<file path="src/design/pit_pkg.sv">
// shared definitions for the three channel interval timer
package pit_pkg;

	// ========================================
	// sizes and address map
	// ========================================
	localparam int NUM_CHAN = 3;
	localparam int DATA_W   = 32;
	localparam int ADR_W    = 6;
	// one byte select per data byte
	localparam int SEL_W    = DATA_W / 8;
	// adr[5:4] picks the channel, adr[3:2] the register
	localparam int CHAN_LSB = 4;
	localparam int REG_LSB  = 2;

	// register select codes
	localparam logic [1:0] REG_COUNT = 2'd0;
	localparam logic [1:0] REG_MAX   = 2'd1;
	localparam logic [1:0] REG_ONT   = 2'd2;
	localparam logic [1:0] REG_CTRL  = 2'd3;

	// ========================================
	// types
	// ========================================
	// bus request as seen at the slave port
	typedef struct packed {
		logic              cs;
		logic              cyc;
		logic              stb;
		logic              we;
		logic [SEL_W-1:0]  sel;
		logic [ADR_W-1:0]  adr;
		logic [DATA_W-1:0] dat;
	} pit_bus_req_t;

	// per channel control bits, ld lands in bit 0
	typedef struct packed {
		logic ge;
		logic xc;
		logic ar;
		logic ce;
		logic ld;
	} pit_ctrl_t;

	// one byte lane of the control word
	typedef struct packed {
		logic [2:0] pad;
		pit_ctrl_t  ctrl;
	} pit_ctrl_byte_t;

	// control word, seen as raw data or as byte lanes (lane 3 unused)
	typedef union packed {
		logic [DATA_W-1:0]               raw;
		pit_ctrl_byte_t [SEL_W-1:0]      lane;
	} pit_ctrl_word_u;

	// write strobes into one channel
	typedef struct packed {
		logic wr_max;
		logic wr_ont;
		logic wr_ctrl;
	} pit_chan_wr_t;

	// channel state returned for readback
	typedef struct packed {
		logic [DATA_W-1:0] count;
		logic [DATA_W-1:0] maxcount;
		logic [DATA_W-1:0] ontime;
		pit_ctrl_t         ctrl;
	} pit_chan_stat_t;

endpackage

</file>
<file path="src/design/pit_edge_det.sv">
// synchronizer plus rising edge detect for an external clock pin
module pit_edge_det (
	input  logic clk_i,
	input  logic rst_i,
	input  logic sig_i,
	output logic rise_o
);

	// two stage sync, then one more flop for the previous sample
	logic sync_1;
	logic sync_2;
	logic prev;

	always_ff @(posedge clk_i) begin
		if (rst_i) begin
			sync_1 <= 1'b0;
			sync_2 <= 1'b0;
			prev   <= 1'b0;
		end else begin
			sync_1 <= sig_i;
			sync_2 <= sync_1;
			prev   <= sync_2;
		end
	end

	// single cycle pulse on a low to high transition
	assign rise_o = sync_2 & ~prev;

endmodule

</file>
<file path="src/design/pit_channel.sv">
// one timer channel: registers, down counter and out pin
module pit_channel (
	input  logic                        clk_i,
	input  logic                        rst_i,
	input  pit_pkg::pit_chan_wr_t       wr_i,
	input  logic [pit_pkg::DATA_W-1:0]  wdat_i,
	input  pit_pkg::pit_ctrl_t          ctrl_i,
	input  logic                        ext_clk_i,
	input  logic                        gate_i,
	output logic                        out_o,
	output pit_pkg::pit_chan_stat_t     stat_o
);

	// ========================================
	// state
	// ========================================
	logic [pit_pkg::DATA_W-1:0] maxcount;
	logic [pit_pkg::DATA_W-1:0] ontime;
	logic [pit_pkg::DATA_W-1:0] count;
	logic [pit_pkg::DATA_W-1:0] count_dec;
	pit_pkg::pit_ctrl_t         ctrl_q;
	logic                       out_q;

	// count engine terms
	logic ext_rise;
	logic cnt_en;
	logic at_tc;
	logic hit_ont;

	// external count source, two cycles of sync latency
	pit_edge_det u_edge_det (
		.clk_i  (clk_i),
		.rst_i  (rst_i),
		.sig_i  (ext_clk_i),
		.rise_o (ext_rise)
	);

	// ========================================
	// count qualify
	// ========================================
	// ce must be set; xc waits for an ext edge, ge waits for the gate
	assign cnt_en = ctrl_q.ce
		& (~ctrl_q.xc | ext_rise)
		& (~ctrl_q.ge | gate_i);

	// terminal count
	assign at_tc = (count == '0);
	assign count_dec = count - 1'b1;
	// out goes high together with count reaching ontime
	assign hit_ont = (count_dec == ontime);

	// ========================================
	// registers written from the bus
	// ========================================
	always_ff @(posedge clk_i) begin
		if (rst_i) begin
			maxcount <= '0;
			ontime   <= '0;
		end else begin
			if (wr_i.wr_max)
				maxcount <= wdat_i;
			if (wr_i.wr_ont)
				ontime <= wdat_i;
		end
	end

	// control bits
	always_ff @(posedge clk_i) begin
		if (rst_i) begin
			ctrl_q.ld <= 1'b0;
			ctrl_q.ce <= 1'b0;
			// auto reload is the default after reset
			ctrl_q.ar <= 1'b1;
			ctrl_q.xc <= 1'b0;
			ctrl_q.ge <= 1'b0;
		end else if (wr_i.wr_ctrl) begin
			ctrl_q <= ctrl_i;
		end else begin
			// load is a one cycle request
			ctrl_q.ld <= 1'b0;
			// one-shot mode stops itself at terminal count
			if (!ctrl_q.ld && cnt_en && at_tc && !ctrl_q.ar)
				ctrl_q.ce <= 1'b0;
		end
	end

	// ========================================
	// down counter
	// ========================================
	always_ff @(posedge clk_i) begin
		if (rst_i) begin
			count <= '0;
		end else if (ctrl_q.ld) begin
			count <= maxcount;
		end else if (cnt_en) begin
			if (at_tc) begin
				// reload, or hold at 0 when stopping
				if (ctrl_q.ar)
					count <= maxcount;
			end else begin
				count <= count_dec;
			end
		end
	end

	// out pin: high from ontime down through 0
	always_ff @(posedge clk_i) begin
		if (rst_i) begin
			out_q <= 1'b0;
		end else if (ctrl_q.ld) begin
			// fresh load restarts the output low
			out_q <= 1'b0;
		end else if (cnt_en) begin
			if (at_tc)
				out_q <= 1'b0;
			else if (hit_ont)
				out_q <= 1'b1;
		end
	end

	assign out_o = out_q;

	// readback view
	assign stat_o.count    = count;
	assign stat_o.maxcount = maxcount;
	assign stat_o.ontime   = ontime;
	assign stat_o.ctrl     = ctrl_q;

endmodule

</file>
<file path="src/design/pit_regs.sv">
// bus slave: select, ack, write decode and readback mux
module pit_regs (
	input  logic                                               clk_i,
	input  logic                                               rst_i,
	input  pit_pkg::pit_bus_req_t                              req_i,
	output logic                                               ack_o,
	output logic [pit_pkg::DATA_W-1:0]                         dat_o,
	output pit_pkg::pit_chan_wr_t [pit_pkg::NUM_CHAN-1:0]      wr_o,
	output logic [pit_pkg::DATA_W-1:0]                         wdat_o,
	output pit_pkg::pit_ctrl_t [pit_pkg::NUM_CHAN-1:0]         ctrl_o,
	input  pit_pkg::pit_chan_stat_t [pit_pkg::NUM_CHAN-1:0]    stat_i
);

	// ========================================
	// select and ack
	// ========================================
	logic       sel;
	logic       wr_sel;
	logic       rd_sel;
	logic       rd_rdy;
	logic [1:0] chan_idx;
	logic [1:0] reg_idx;
	logic       chan_ok;

	// control word seen per byte lane
	pit_pkg::pit_ctrl_word_u    ctrl_wr;
	pit_pkg::pit_ctrl_word_u    ctrl_rd;
	logic [pit_pkg::DATA_W-1:0] rd_mux;

	assign sel    = req_i.cyc & req_i.stb & req_i.cs;
	assign wr_sel = sel & req_i.we;
	assign rd_sel = sel & ~req_i.we;

	// read data needs a cycle to register
	always_ff @(posedge clk_i) begin
		if (rst_i)
			rd_rdy <= 1'b0;
		else
			rd_rdy <= rd_sel;
	end

	// writes ack at once, reads on the second cycle of the select
	assign ack_o = wr_sel | (rd_sel & rd_rdy);

	// address fields
	assign chan_idx = req_i.adr[pit_pkg::CHAN_LSB +: 2];
	assign reg_idx  = req_i.adr[pit_pkg::REG_LSB +: 2];
	// channel 3 space is empty
	assign chan_ok  = (int'(chan_idx) < pit_pkg::NUM_CHAN);

	// ========================================
	// write side
	// ========================================
	assign wdat_o      = req_i.dat;
	assign ctrl_wr.raw = req_i.dat;

	always_comb begin
		for (int n = 0; n < pit_pkg::NUM_CHAN; n++) begin
			wr_o[n].wr_max = wr_sel && (chan_idx == 2'(n))
				&& (reg_idx == pit_pkg::REG_MAX);
			wr_o[n].wr_ont = wr_sel && (chan_idx == 2'(n))
				&& (reg_idx == pit_pkg::REG_ONT);
			// control write goes by byte select, not by channel address
			wr_o[n].wr_ctrl = wr_sel && (reg_idx == pit_pkg::REG_CTRL)
				&& req_i.sel[n];
			ctrl_o[n] = ctrl_wr.lane[n].ctrl;
		end
	end

	// ========================================
	// read side
	// ========================================
	// gather all channel controls into one word, ld always reads 0
	always_comb begin
		ctrl_rd.raw = '0;
		for (int n = 0; n < pit_pkg::NUM_CHAN; n++) begin
			ctrl_rd.lane[n].ctrl    = stat_i[n].ctrl;
			ctrl_rd.lane[n].ctrl.ld = 1'b0;
		end
	end

	always_comb begin
		rd_mux = '0;
		case (reg_idx)
			pit_pkg::REG_COUNT: begin
				if (chan_ok)
					rd_mux = stat_i[chan_idx].count;
			end
			pit_pkg::REG_MAX: begin
				if (chan_ok)
					rd_mux = stat_i[chan_idx].maxcount;
			end
			pit_pkg::REG_ONT: begin
				if (chan_ok)
					rd_mux = stat_i[chan_idx].ontime;
			end
			// same word from any channel address
			default: rd_mux = ctrl_rd.raw;
		endcase
	end

	// registered read data, valid while ack is high
	always_ff @(posedge clk_i) begin
		if (rd_sel)
			dat_o <= rd_mux;
	end

endmodule

</file>
<file path="src/design/pit_top.sv">
// interval timer top: bus slave plus three channels
module pit_top (
	input  logic                          clk_i,
	input  logic                          rst_i,
	// bus port
	input  logic                          cs_i,
	input  logic                          cyc_i,
	input  logic                          stb_i,
	input  logic                          we_i,
	input  logic [pit_pkg::SEL_W-1:0]     sel_i,
	input  logic [pit_pkg::ADR_W-1:0]     adr_i,
	input  logic [pit_pkg::DATA_W-1:0]    dat_i,
	output logic                          ack_o,
	output logic [pit_pkg::DATA_W-1:0]    dat_o,
	// timer pins, one bit per channel
	input  logic [pit_pkg::NUM_CHAN-1:0]  ext_clk_i,
	input  logic [pit_pkg::NUM_CHAN-1:0]  gate_i,
	output logic [pit_pkg::NUM_CHAN-1:0]  out_o
);

	// ========================================
	// internal wiring
	// ========================================
	pit_pkg::pit_bus_req_t                           req;
	pit_pkg::pit_chan_wr_t [pit_pkg::NUM_CHAN-1:0]   chan_wr;
	logic [pit_pkg::DATA_W-1:0]                      chan_wdat;
	pit_pkg::pit_ctrl_t [pit_pkg::NUM_CHAN-1:0]      chan_ctrl;
	pit_pkg::pit_chan_stat_t [pit_pkg::NUM_CHAN-1:0] chan_stat;

	// bundle the bus pins
	assign req.cs  = cs_i;
	assign req.cyc = cyc_i;
	assign req.stb = stb_i;
	assign req.we  = we_i;
	assign req.sel = sel_i;
	assign req.adr = adr_i;
	assign req.dat = dat_i;

	// register block
	pit_regs u_regs (
		.clk_i  (clk_i),
		.rst_i  (rst_i),
		.req_i  (req),
		.ack_o  (ack_o),
		.dat_o  (dat_o),
		.wr_o   (chan_wr),
		.wdat_o (chan_wdat),
		.ctrl_o (chan_ctrl),
		.stat_i (chan_stat)
	);

	// ========================================
	// channels
	// ========================================
	for (genvar n = 0; n < pit_pkg::NUM_CHAN; n++) begin : g_chan
		pit_channel u_chan (
			.clk_i     (clk_i),
			.rst_i     (rst_i),
			.wr_i      (chan_wr[n]),
			.wdat_i    (chan_wdat),
			.ctrl_i    (chan_ctrl[n]),
			.ext_clk_i (ext_clk_i[n]),
			.gate_i    (gate_i[n]),
			.out_o     (out_o[n]),
			.stat_o    (chan_stat[n])
		);
	end

endmodule

</file>
<file path="config.mk">
export PLATFORM = sky130hd
export DESIGN_NAME = pit_top
export DESIGN_NICKNAME = d
export VERILOG_FILES = /design/src/design/pit_pkg.sv /design/src/design/pit_edge_det.sv /design/src/design/pit_channel.sv /design/src/design/pit_regs.sv /design/src/design/pit_top.sv
export SDC_FILE = /design/constraint.sdc
export NUM_CORES = 1
export LEC_CHECK = 0
export BUFFER_PORTS_ARGS = -buffer_cell sky130_fd_sc_hd__buf_2
export CORE_MARGIN = 4
export CORE_UTILIZATION = 35
export CTS_CLUSTER_SIZE = 20
export DETAILED_ROUTE_END_ITERATION = 6
export PLACE_DENSITY = 0.48
export SLEW_MARGIN = 5
export SYNTH_ARGS = -nofsm -noshare
export SYNTH_HDL_FRONTEND = slang
export SYNTH_SLANG_ARGS = --single-unit
export TNS_END_PERCENT = 10
</file>
<file path="constraint.sdc">
create_clock -name clk_i -period 7.8 [get_ports clk_i]
set_input_delay 0.39 -clock clk_i [delete_from_list [all_inputs] [get_ports clk_i]]
set_output_delay 0.39 -clock clk_i [all_outputs]
set_load 0.02 [all_outputs]
</file>
==> results of run 1 <==
[worst paths after layout]
kind | from | to | slack (ps) | depth (start not counted)
max reg2reg | g_chan[0].u_chan.count[24] | g_chan[0].u_chan.count[22] | 3910 | 9
min reg2reg | g_chan[0].u_chan.u_edge_det.sync_2 | g_chan[0].u_chan.u_edge_det.prev | 430 | 2
max | g_chan[0].u_chan.count[24] | g_chan[0].u_chan.count[22] | 3910 | 9
min | we_i | u_regs.rd_rdy | 90 | 2
[area by class of cell]
type,count,area (sq um)
Tap cell,748,936
Fill cell,5805,33400
Clock inverter,25,332
Timing Repair Buffer,115,684
Sequential cell,348,7290
Inverter,24,90.1
Clock buffer,56,1240
Multi-Input combinational cell,2067,11600
Antenna cell,1,2.50
[routing by layer]
| metal | track usage | part of all wire |
|---|---|---|
| met5 | 0 | 0 |
| met1 | 0.390 | 0.47 |
| met2 | 0.368 | 0.41 |
| met3 | 0.0408 | 0.085 |
| met4 | 0.0856 | 0.036 |
[timing repair]
| action | 4_1_cts | 5_1_grt |
|---|---|---|
| hold buffers | 3 | 0 |
| buffers inserted | 0 | 0 |
| endpoints found under the hold margin | 3 | 0 |
[power groups by stage]
stage,sequential (W),clock [W],combinational [W]
final,0.00182,0.00225,0.000208
after global placement,0.00186,0,0.000203
after global routing,0.00182,0.00235,0.000221
after CTS,0.00182,0.00228,0.000206
after detailed placement,0.00186,0,0.000204
after floorplan,0.00186,0,0.000115
[logic make-up after synthesis]
kind of cell | count (synthesis) | synth area share
buffers and inverters | 252 | 0.0502
AO/OA/AOI/OAI | 689 | 0.196
flip-flops | 348 | 0.368
XOR/XNOR | 147 | 0.0651
multiplexers | 116 | 0.0664
AND/OR/NAND/NOR | 1109 | 0.250
adder cells (fa/ha/maj) | 6 | 0.00380
[cell usage after synthesis (26+ instances only)]
cell / instances
clkbuf_1: 191
xor2_1: 37
nand3_1: 42
nor2_1: 200
o22ai_1: 26
dfxtp_1: 316
edfxtp_1: 32
nor3_1: 69
a21oi_1: 348
nor4_1: 38
xnor2_1: 110
mux2i_1: 102
nand2_1: 607
o21ai_0: 170
[flip-flops by register name, summed over array words and instances (netlist names)]
register                         count
u_regs.rd_rdy                        1
g_chan.u_chan.ontime                96
g_chan.u_chan.u_edge_det.sync_2      3
g_chan.u_chan.u_edge_det.prev        3
u_regs.dat_o                        32
g_chan.u_chan.count                 96
g_chan.u_chan.maxcount              96
g_chan.u_chan.stat_o                15
g_chan.u_chan.u_edge_det.sync_1      3
g_chan.u_chan.out_o                  3
[per-stage QoR]
stage          cell area (sq um)  power (W)
4_1_cts                    22100    0.00431
6_report                   22100    0.00427
3_3_place_gp               20500    0.00206
2_1_floorplan              19800    0.00197
5_1_grt                    22100    0.00438
3_5_place_dp               20500    0.00206
==> flow_summary.toml, run 1 <==
[finish]
drive_gt1_frac = 0.0896
areaGrowthSynthToFinish_pct = 12.0
final_common_cell = "nand2_1"
mostFrequentLayoutCells = "nand2_1, a21oi_1, dfxtp_1"
nets = 2660
finish.utilization = 0.399
final_cells = 3384

[cts]
numCtsBuffers = 44
clk_latency_ps = 590
clk_pin_slew_ps = 60
cts_tree = "done"
post_cts_resized = 0
root_buffer = "clkbuf_16"
cts.sinks = 348
clk_path_buf_depth = 3
h-tree-depth = 2

[detailed_routing]
drt_iter0_markers = 2251
dr.pass1.iters = 5
drtAntennaViolNets = 0
wl_per_cell_microns = 23.6
wl_mm = 80.0
drc = 0
avgViaCountPerCell = 5.68
vias = 19200

[global_route]
grt_pass1_wl_mm = 117
grt_pass1_vias = 17400
grt_max_degree = 179
grt_antenna_before_repair = 3
overflow = 0
track_usage = 0.257

[timing]
final_max_slew_viol_count = 0
whs_ps = 92.8
worst_slack_ps = 3910
grt_setup_unrepaired = "false"
tightest_slew_ps = 1100
slew_headroom = 0.267
fmax_ghz = 0.257
finalSetupViolations = 0
min_period_ps = 3890
fin_setup_tns_ps = 0
finalCritPeriodShare = 0.499
skew_ps = 13.7
hold_viol = 0

[die]
start_util = 0.356
design.core.area_sq_mm = 0.0555
dieArea_sq_mm = 0.0604
ioPinCount = 90
row_count = 86
die_h_microns = 246
die_w_microns = 246

[synthesis]
yosysSeqAreaShare = 0.368
ys_async_sr_fraction = 0
synth_top_area_frac = 0.320
synth_edf_count = 32
synth_area_per_cell_sq_um = 7.41
syn_nets = 2727
synthFlopType = "dfxtp_1"
ys_ff_latch = 348
yosysTopAreaCell = "dfxtp_1"
synthTopCellsByArea = "dfxtp_1, nand2_1, a21oi_1"
syn_inst = 2667
synth.distinct_cells = 71
ys_warn_count = 0
syn_area_sq_mm = 0.0198

[pwr]
power.density_mw_per_mm2 = 193
p_seq_frac = 0.425
switchingPower_w = 0.00102
p_clk_frac = 0.526
p_int_w = 0.00325
p_sw_frac = 0.240
vdd_drop_max_mv = 0.132
leakage_nw = 7.57
combPwrFrac = 0.049

[place]
dpl.cell_count = 3299
pre_cts_ws_ps = 4020
gp_congestion = 0.923
hpwl_mm = 56.5
place.port_buffers = 86

[worst_hold_path]
hold_path.class = "input port to register"

[setup_path]
cp.required_ps = 8240
startpoint_type = "register"
crit_fanout = 71
end_kind = "register"
crit_family = "simple AND/OR/NAND/NOR gates"
cp_num_buf_inv = 1
cp_slowest_stage_delay_ps = 830
crit_type = "register to register"
crit_arrival_ps = 4340
worst_path_most_repeated_cell = "nor3_1"
path_cells = "or4_1 > or3_1 > nor3_1 > a21o_2 > buf_4 > nor3_1 > a21oi_1 > a2bb2oi_1 > nor2_1"
crit_slowest_cell = "nor3_1"

[status]
status = "finished clean"

[run]
timing.max_cap.violations = 0
Note: power is estimated with default switching activity, not from simulation.
==> run 2: changes to the inputs <==
- clock period: 7.8 -> 3.6 ns (I/O delays scaled with it)
==> flow_summary.toml, run 2 (same netlist as run 1, synthesis figures left out) <==
[status]
status = "finished clean"

[timing]
fmax_ghz = 0.309
min_period_ps = 3240
hold_viol = 0
tightest_slew_ps = 1090
finalCritPeriodShare = 0.899
skew_ps = 17.6
grt_setup_unrepaired = "false"
final_max_slew_viol_count = 0
slew_headroom = 0.274
fin_setup_tns_ps = 0
finalSetupViolations = 0

[setup_path]
startpoint_type = "register"
crit_type = "register to register"
r2r-start = "g_chan[0].u_chan.count[0]"
r2r_setup_slack_ps = 360
crit_slowest_cell = "or4_1"
cp_slowest_stage_delay_ps = 630
rr_endpoint = "g_chan[0].u_chan.out_o"
end_kind = "register"
cp.required_ps = 4110
path_cells = "inv_1 > ha_1 > or4b_1 > or4_1 > nor3_1 > xnor2_1 > nor4_1 > nand4b_1 > o21ai_1"
crit_fanout = 9
crit_arrival_ps = 3750
reg2reg_depth = 9

[finish]
drive_gt1_frac = 0.103
finish.utilization = 0.412
final_cells = 3470
nets = 2747
areaGrowthSynthToFinish_pct = 15.8
final_common_cell = "nand2_1"
reg_top3 = "g_chan.u_chan.count x96, g_chan.u_chan.maxcount x96, g_chan.u_chan.ontime x96"
mostFrequentLayoutCells = "nand2_1, a21oi_1, dfxtp_1"

[cts]
clk_path_buf_depth = 3
clk_latency_ps = 580
clk_pin_slew_ps = 70
h-tree-depth = 2
cts.sinks = 348
numCtsBuffers = 44
root_buffer = "clkbuf_16"
cts_tree = "done"
cts_setup_buffers = 0

[global_route]
grt_max_degree = 112
grt_pass1_wl_mm = 119
track_usage = 0.261
overflow = 0
grt_antenna_before_repair = 0
grt_pass1_vias = 17900

[die]
dieArea_sq_mm = 0.0604
row_count = 86
die_h_microns = 246
die_w_microns = 246
design.core.area_sq_mm = 0.0555
start_util = 0.356
ioPinCount = 90

[pwr]
power.density_mw_per_mm2 = 392
leakage_nw = 7.96
vdd_drop_max_mv = 0.263
power.total_w = 0.00899

[worst_hold_path]
holdPathStages = 2
hold_path.class = "input port to register"
whs_endpoint = "u_regs.dat_o[5]"
hold_start = "adr_i[3]"

[place]
hpwl_mm = 57.8
gp_congestion = 0.939
dpl.cell_count = 3346
place.port_buffers = 86

[run]
timing.max_cap.violations = 0

[detailed_routing]
wl_mm = 80.8
vias = 19700
avgViaCountPerCell = 5.68
drt_iter0_markers = 1995
drtAntennaViolNets = 0
dr.pass1.iters = 6
wl_per_cell_microns = 23.3
drc = 0
-- run 2: cell types whose count changed in the layout (fill, tap and decap cells not counted), moves of 2 or more --
cell,before,now
buf_12,1,9
buf_4,25,64
bufinv_16,8,2
clkbuf_1,5,9
clkbuf_8,5,14
clkinv_1,6,0
clkinv_2,9,7
clkinv_4,0,2
dlygate4sd3_1,3,43
or3_1,19,21
or3_2,2,0
-- run 2: per-stage QoR --
step,setup slack (ps),hold WS [ps],instance area (sq um)
floorplan,716,259,19800
global placement,450,386,21000
detailed placement,415,396,21000
CTS,395,41.4,22900
global route,189,77.2,22900
finish,363,87.4,22900
-- run 2: cell type report --
type / instances / area (sq um)
fillers: 5764 / 32600
multi-input cells: 2067 / 11600
flip-flops and latches: 348 / 7290
repair buffers: 202 / 1540
clock buffers: 68 / 1350
well taps: 748 / 936
clock inverters: 12 / 120
inverters: 24 / 90.1
diodes: 1 / 2.50
-- run 2: how the worst max path moves through the flow --
stage | slack, ps | endpoint | from | cells past startpoint
2_1_floorplan | 720 | g_chan[0].u_chan.out_o | g_chan[0].u_chan.count[0] | 12
3_3_place_gp | 450 | g_chan[0].u_chan.out_o | g_chan[0].u_chan.count[0] | 9
3_5_place_dp | 420 | g_chan[0].u_chan.out_o | g_chan[0].u_chan.count[0] | 9
4_1_cts | 400 | g_chan[0].u_chan.out_o | g_chan[0].u_chan.count[0] | 9
5_1_grt | 190 | g_chan[1].u_chan.out_o | g_chan[1].u_chan.count[9] | 9
6_report | 360 | g_chan[0].u_chan.out_o | g_chan[0].u_chan.count[0] | 9
-- run 2: repair_timing --
action / CTS / global route
hold buffers: 43 / 0
resized for setup: 0 / 0
hold endpoints to repair: 209 / 0
-- run 2: power breakdown --
part	leakage, nW	internal [W]	switching (W)
Combinational	4.39	0.000153	0.000345
Sequential	2.84	0.00392	0.0000115
Clock	0.730	0.00272	0.00183
-- run 2: metal layers --
| layer | track usage | wire length [microns] | up-vias |
|---|---|---|---|
| li1 | - | - | 9307 |
| met1 | 0.387 | 37400 | 9403 |
| met2 | 0.385 | 34100 | 874 |
| met3 | 0.0472 | 7000 | 110 |
| met4 | 0.0798 | 2370 | 0 |
| met5 | 0 | 0 | - |
-- run 2: critical path: cells and delay by family (launching register included) --
family,cells,cell delay [ps]
fa+ha+maj,1,330
flops,1,370
xor+xnor,1,160
simple gates,5,2020
compound gates,1,140
buf+inv,1,120
==> run 3: changes to the inputs <==
- clock period: 3.6 -> 4 ns (I/O delays scaled with it)
==> flow_summary.toml, run 3 (same netlist as run 1, synthesis figures left out) <==
[status]
status = "finished clean"

[cts]
numCtsBuffers = 43
root_buffer = "clkbuf_16"
cts_setup_buffers = 0
cts.sinks = 348
clk_latency_ps = 590
clk_pin_slew_ps = 60
h-tree-depth = 2
cts_tree = "done"
post_cts_resized = 0
clk_path_buf_depth = 3
ctsHoldBuffers = 43

[pwr]
p_int_w = 0.00611
switchingPower_w = 0.00195
vdd_drop_max_mv = 0.266
leakage_nw = 7.83
p_seq_frac = 0.440
p_clk_frac = 0.506
p_sw_frac = 0.242
power.density_mw_per_mm2 = 355
combPwrFrac = 0.055

[finish]
nets = 2729
fin_area_sq_mm = 0.0227
areaGrowthSynthToFinish_pct = 14.8
final.fill_count = 5762
mostFrequentLayoutCells = "nand2_1, a21oi_1, dfxtp_1"
final_cells = 3452
final_common_cell = "nand2_1"
finish.utilization = 0.409
drive_gt1_frac = 0.0966
reg_top3 = "g_chan.u_chan.count x96, g_chan.u_chan.maxcount x96, g_chan.u_chan.ontime x96"

[timing]
fmax_ghz = 0.298
fin_setup_tns_ps = 0
hold_viol = 0
slew_headroom = 0.283
whs_ps = 42.8
finalCritPeriodShare = 0.840
tightest_slew_ps = 1070
grt_setup_unrepaired = "false"
min_period_ps = 3360
final_max_slew_viol_count = 0
finalSetupViolations = 0
skew_ps = 25.0

[setup_path]
r2r_setup_slack_ps = 640
crit_fanout = 9
crit_type = "register to register"
reg2reg_depth = 9
startpoint_type = "register"
rr_endpoint = "g_chan[0].u_chan.out_o"
cp.required_ps = 4500
end_kind = "register"
startpoint = "g_chan[0].u_chan.count[0]"
crit_end = "g_chan[0].u_chan.out_o"
r2r-start = "g_chan[0].u_chan.count[0]"
crit_arrival_ps = 3850

[detailed_routing]
dr.pass1.iters = 7
drtAntennaViolNets = 0
wl_mm = 80.2
vias = 19600
avgViaCountPerCell = 5.67
wl_per_cell_microns = 23.2
drc = 0
top_layer_used = "met5"
drt_iter0_markers = 2125
wl_met1_mm = 37.8
dr_wl_met2_mm = 33.1
wl_met3_mm = 6.64

[die]
row_count = 86
dieArea_sq_mm = 0.0604
die_w_microns = 246
ioPinCount = 90
design.core.area_sq_mm = 0.0555
start_util = 0.356
die_h_microns = 246

[place]
place_area_sq_mm = 0.0208
hpwl_mm = 57.1
dpl.cell_count = 3329
place.port_buffers = 86
gp_congestion = 0.938

[worst_hold_path]
hold_path.class = "input port to register"

[global_route]
overflow = 0
grt_max_degree = 132
grt_antenna_before_repair = 1
grt_pass1_vias = 18000
grt_pass1_wl_mm = 119
track_usage = 0.258

[run]
timing.max_cap.violations = 0
==> run 3: critical path: stages, from the launching register on <==
cell      delay, ps
dfxtp_1         380
inv_1           120
ha_1            330
or4b_1          670
or4_1           630
nor3_1          350
xnor2_1         150
nor4_1          360
nand4b_1        140
o21ai_1         140
==> run 3: layout make-up <==
| cell class | count | area, sq um | share of cell area |
|---|---|---|---|
| multi-input cells | 2067 | 11600 | 0.510 |
| flip-flops and latches | 348 | 7290 | 0.321 |
| repair buffers | 185 | 1350 | 0.0594 |
| clock buffers | 67 | 1310 | 0.0576 |
| well taps | 748 | 936 | 0.0412 |
| clock inverters | 12 | 156 | 0.00689 |
| inverters | 24 | 90.1 | 0.00397 |
| diodes | 1 | 2.50 | 0.000110 |
==> run 3: metrics by stage <==
step                power, W  worst slack [ps]
floorplan            0.00384              1120
global placement     0.00402               700
detailed placement   0.00402               695
CTS                  0.00813               651
global route         0.00831               477
finish               0.00806               641
==> run 3: worst min-delay path by stage <==
stage / start / to / cells after the start / slack [ps]
2_1_floorplan: we_i / u_regs.rd_rdy / 1 / 280
3_3_place_gp: ext_clk_i[2] / g_chan[2].u_chan.u_edge_det.sync_1 / 2 / 410
3_5_place_dp: ext_clk_i[2] / g_chan[2].u_chan.u_edge_det.sync_1 / 2 / 420
4_1_cts: adr_i[3] / u_regs.dat_o[1] / 2 / 10
5_1_grt: adr_i[3] / u_regs.dat_o[1] / 2 / 20
6_report: adr_i[3] / u_regs.dat_o[1] / 2 / 40
==> run 3: power by group through the flow <==
stage	Sequential (W)	Clock, W	Combinational [W]
3_5_place_dp	0.00362	0	0.000406
5_1_grt	0.00354	0.00430	0.000467
2_1_floorplan	0.00362	0	0.000224
4_1_cts	0.00354	0.00416	0.000436
6_report	0.00354	0.00407	0.000440
3_3_place_gp	0.00362	0	0.000403
==> run 3: per-layer routing <==
layer  vias to the layer above  GRT usage
li1                       9270          -
met1                      9442      0.387
met2                       742      0.371
met3                       114     0.0482
met4                         2     0.0831
met5                         -          0
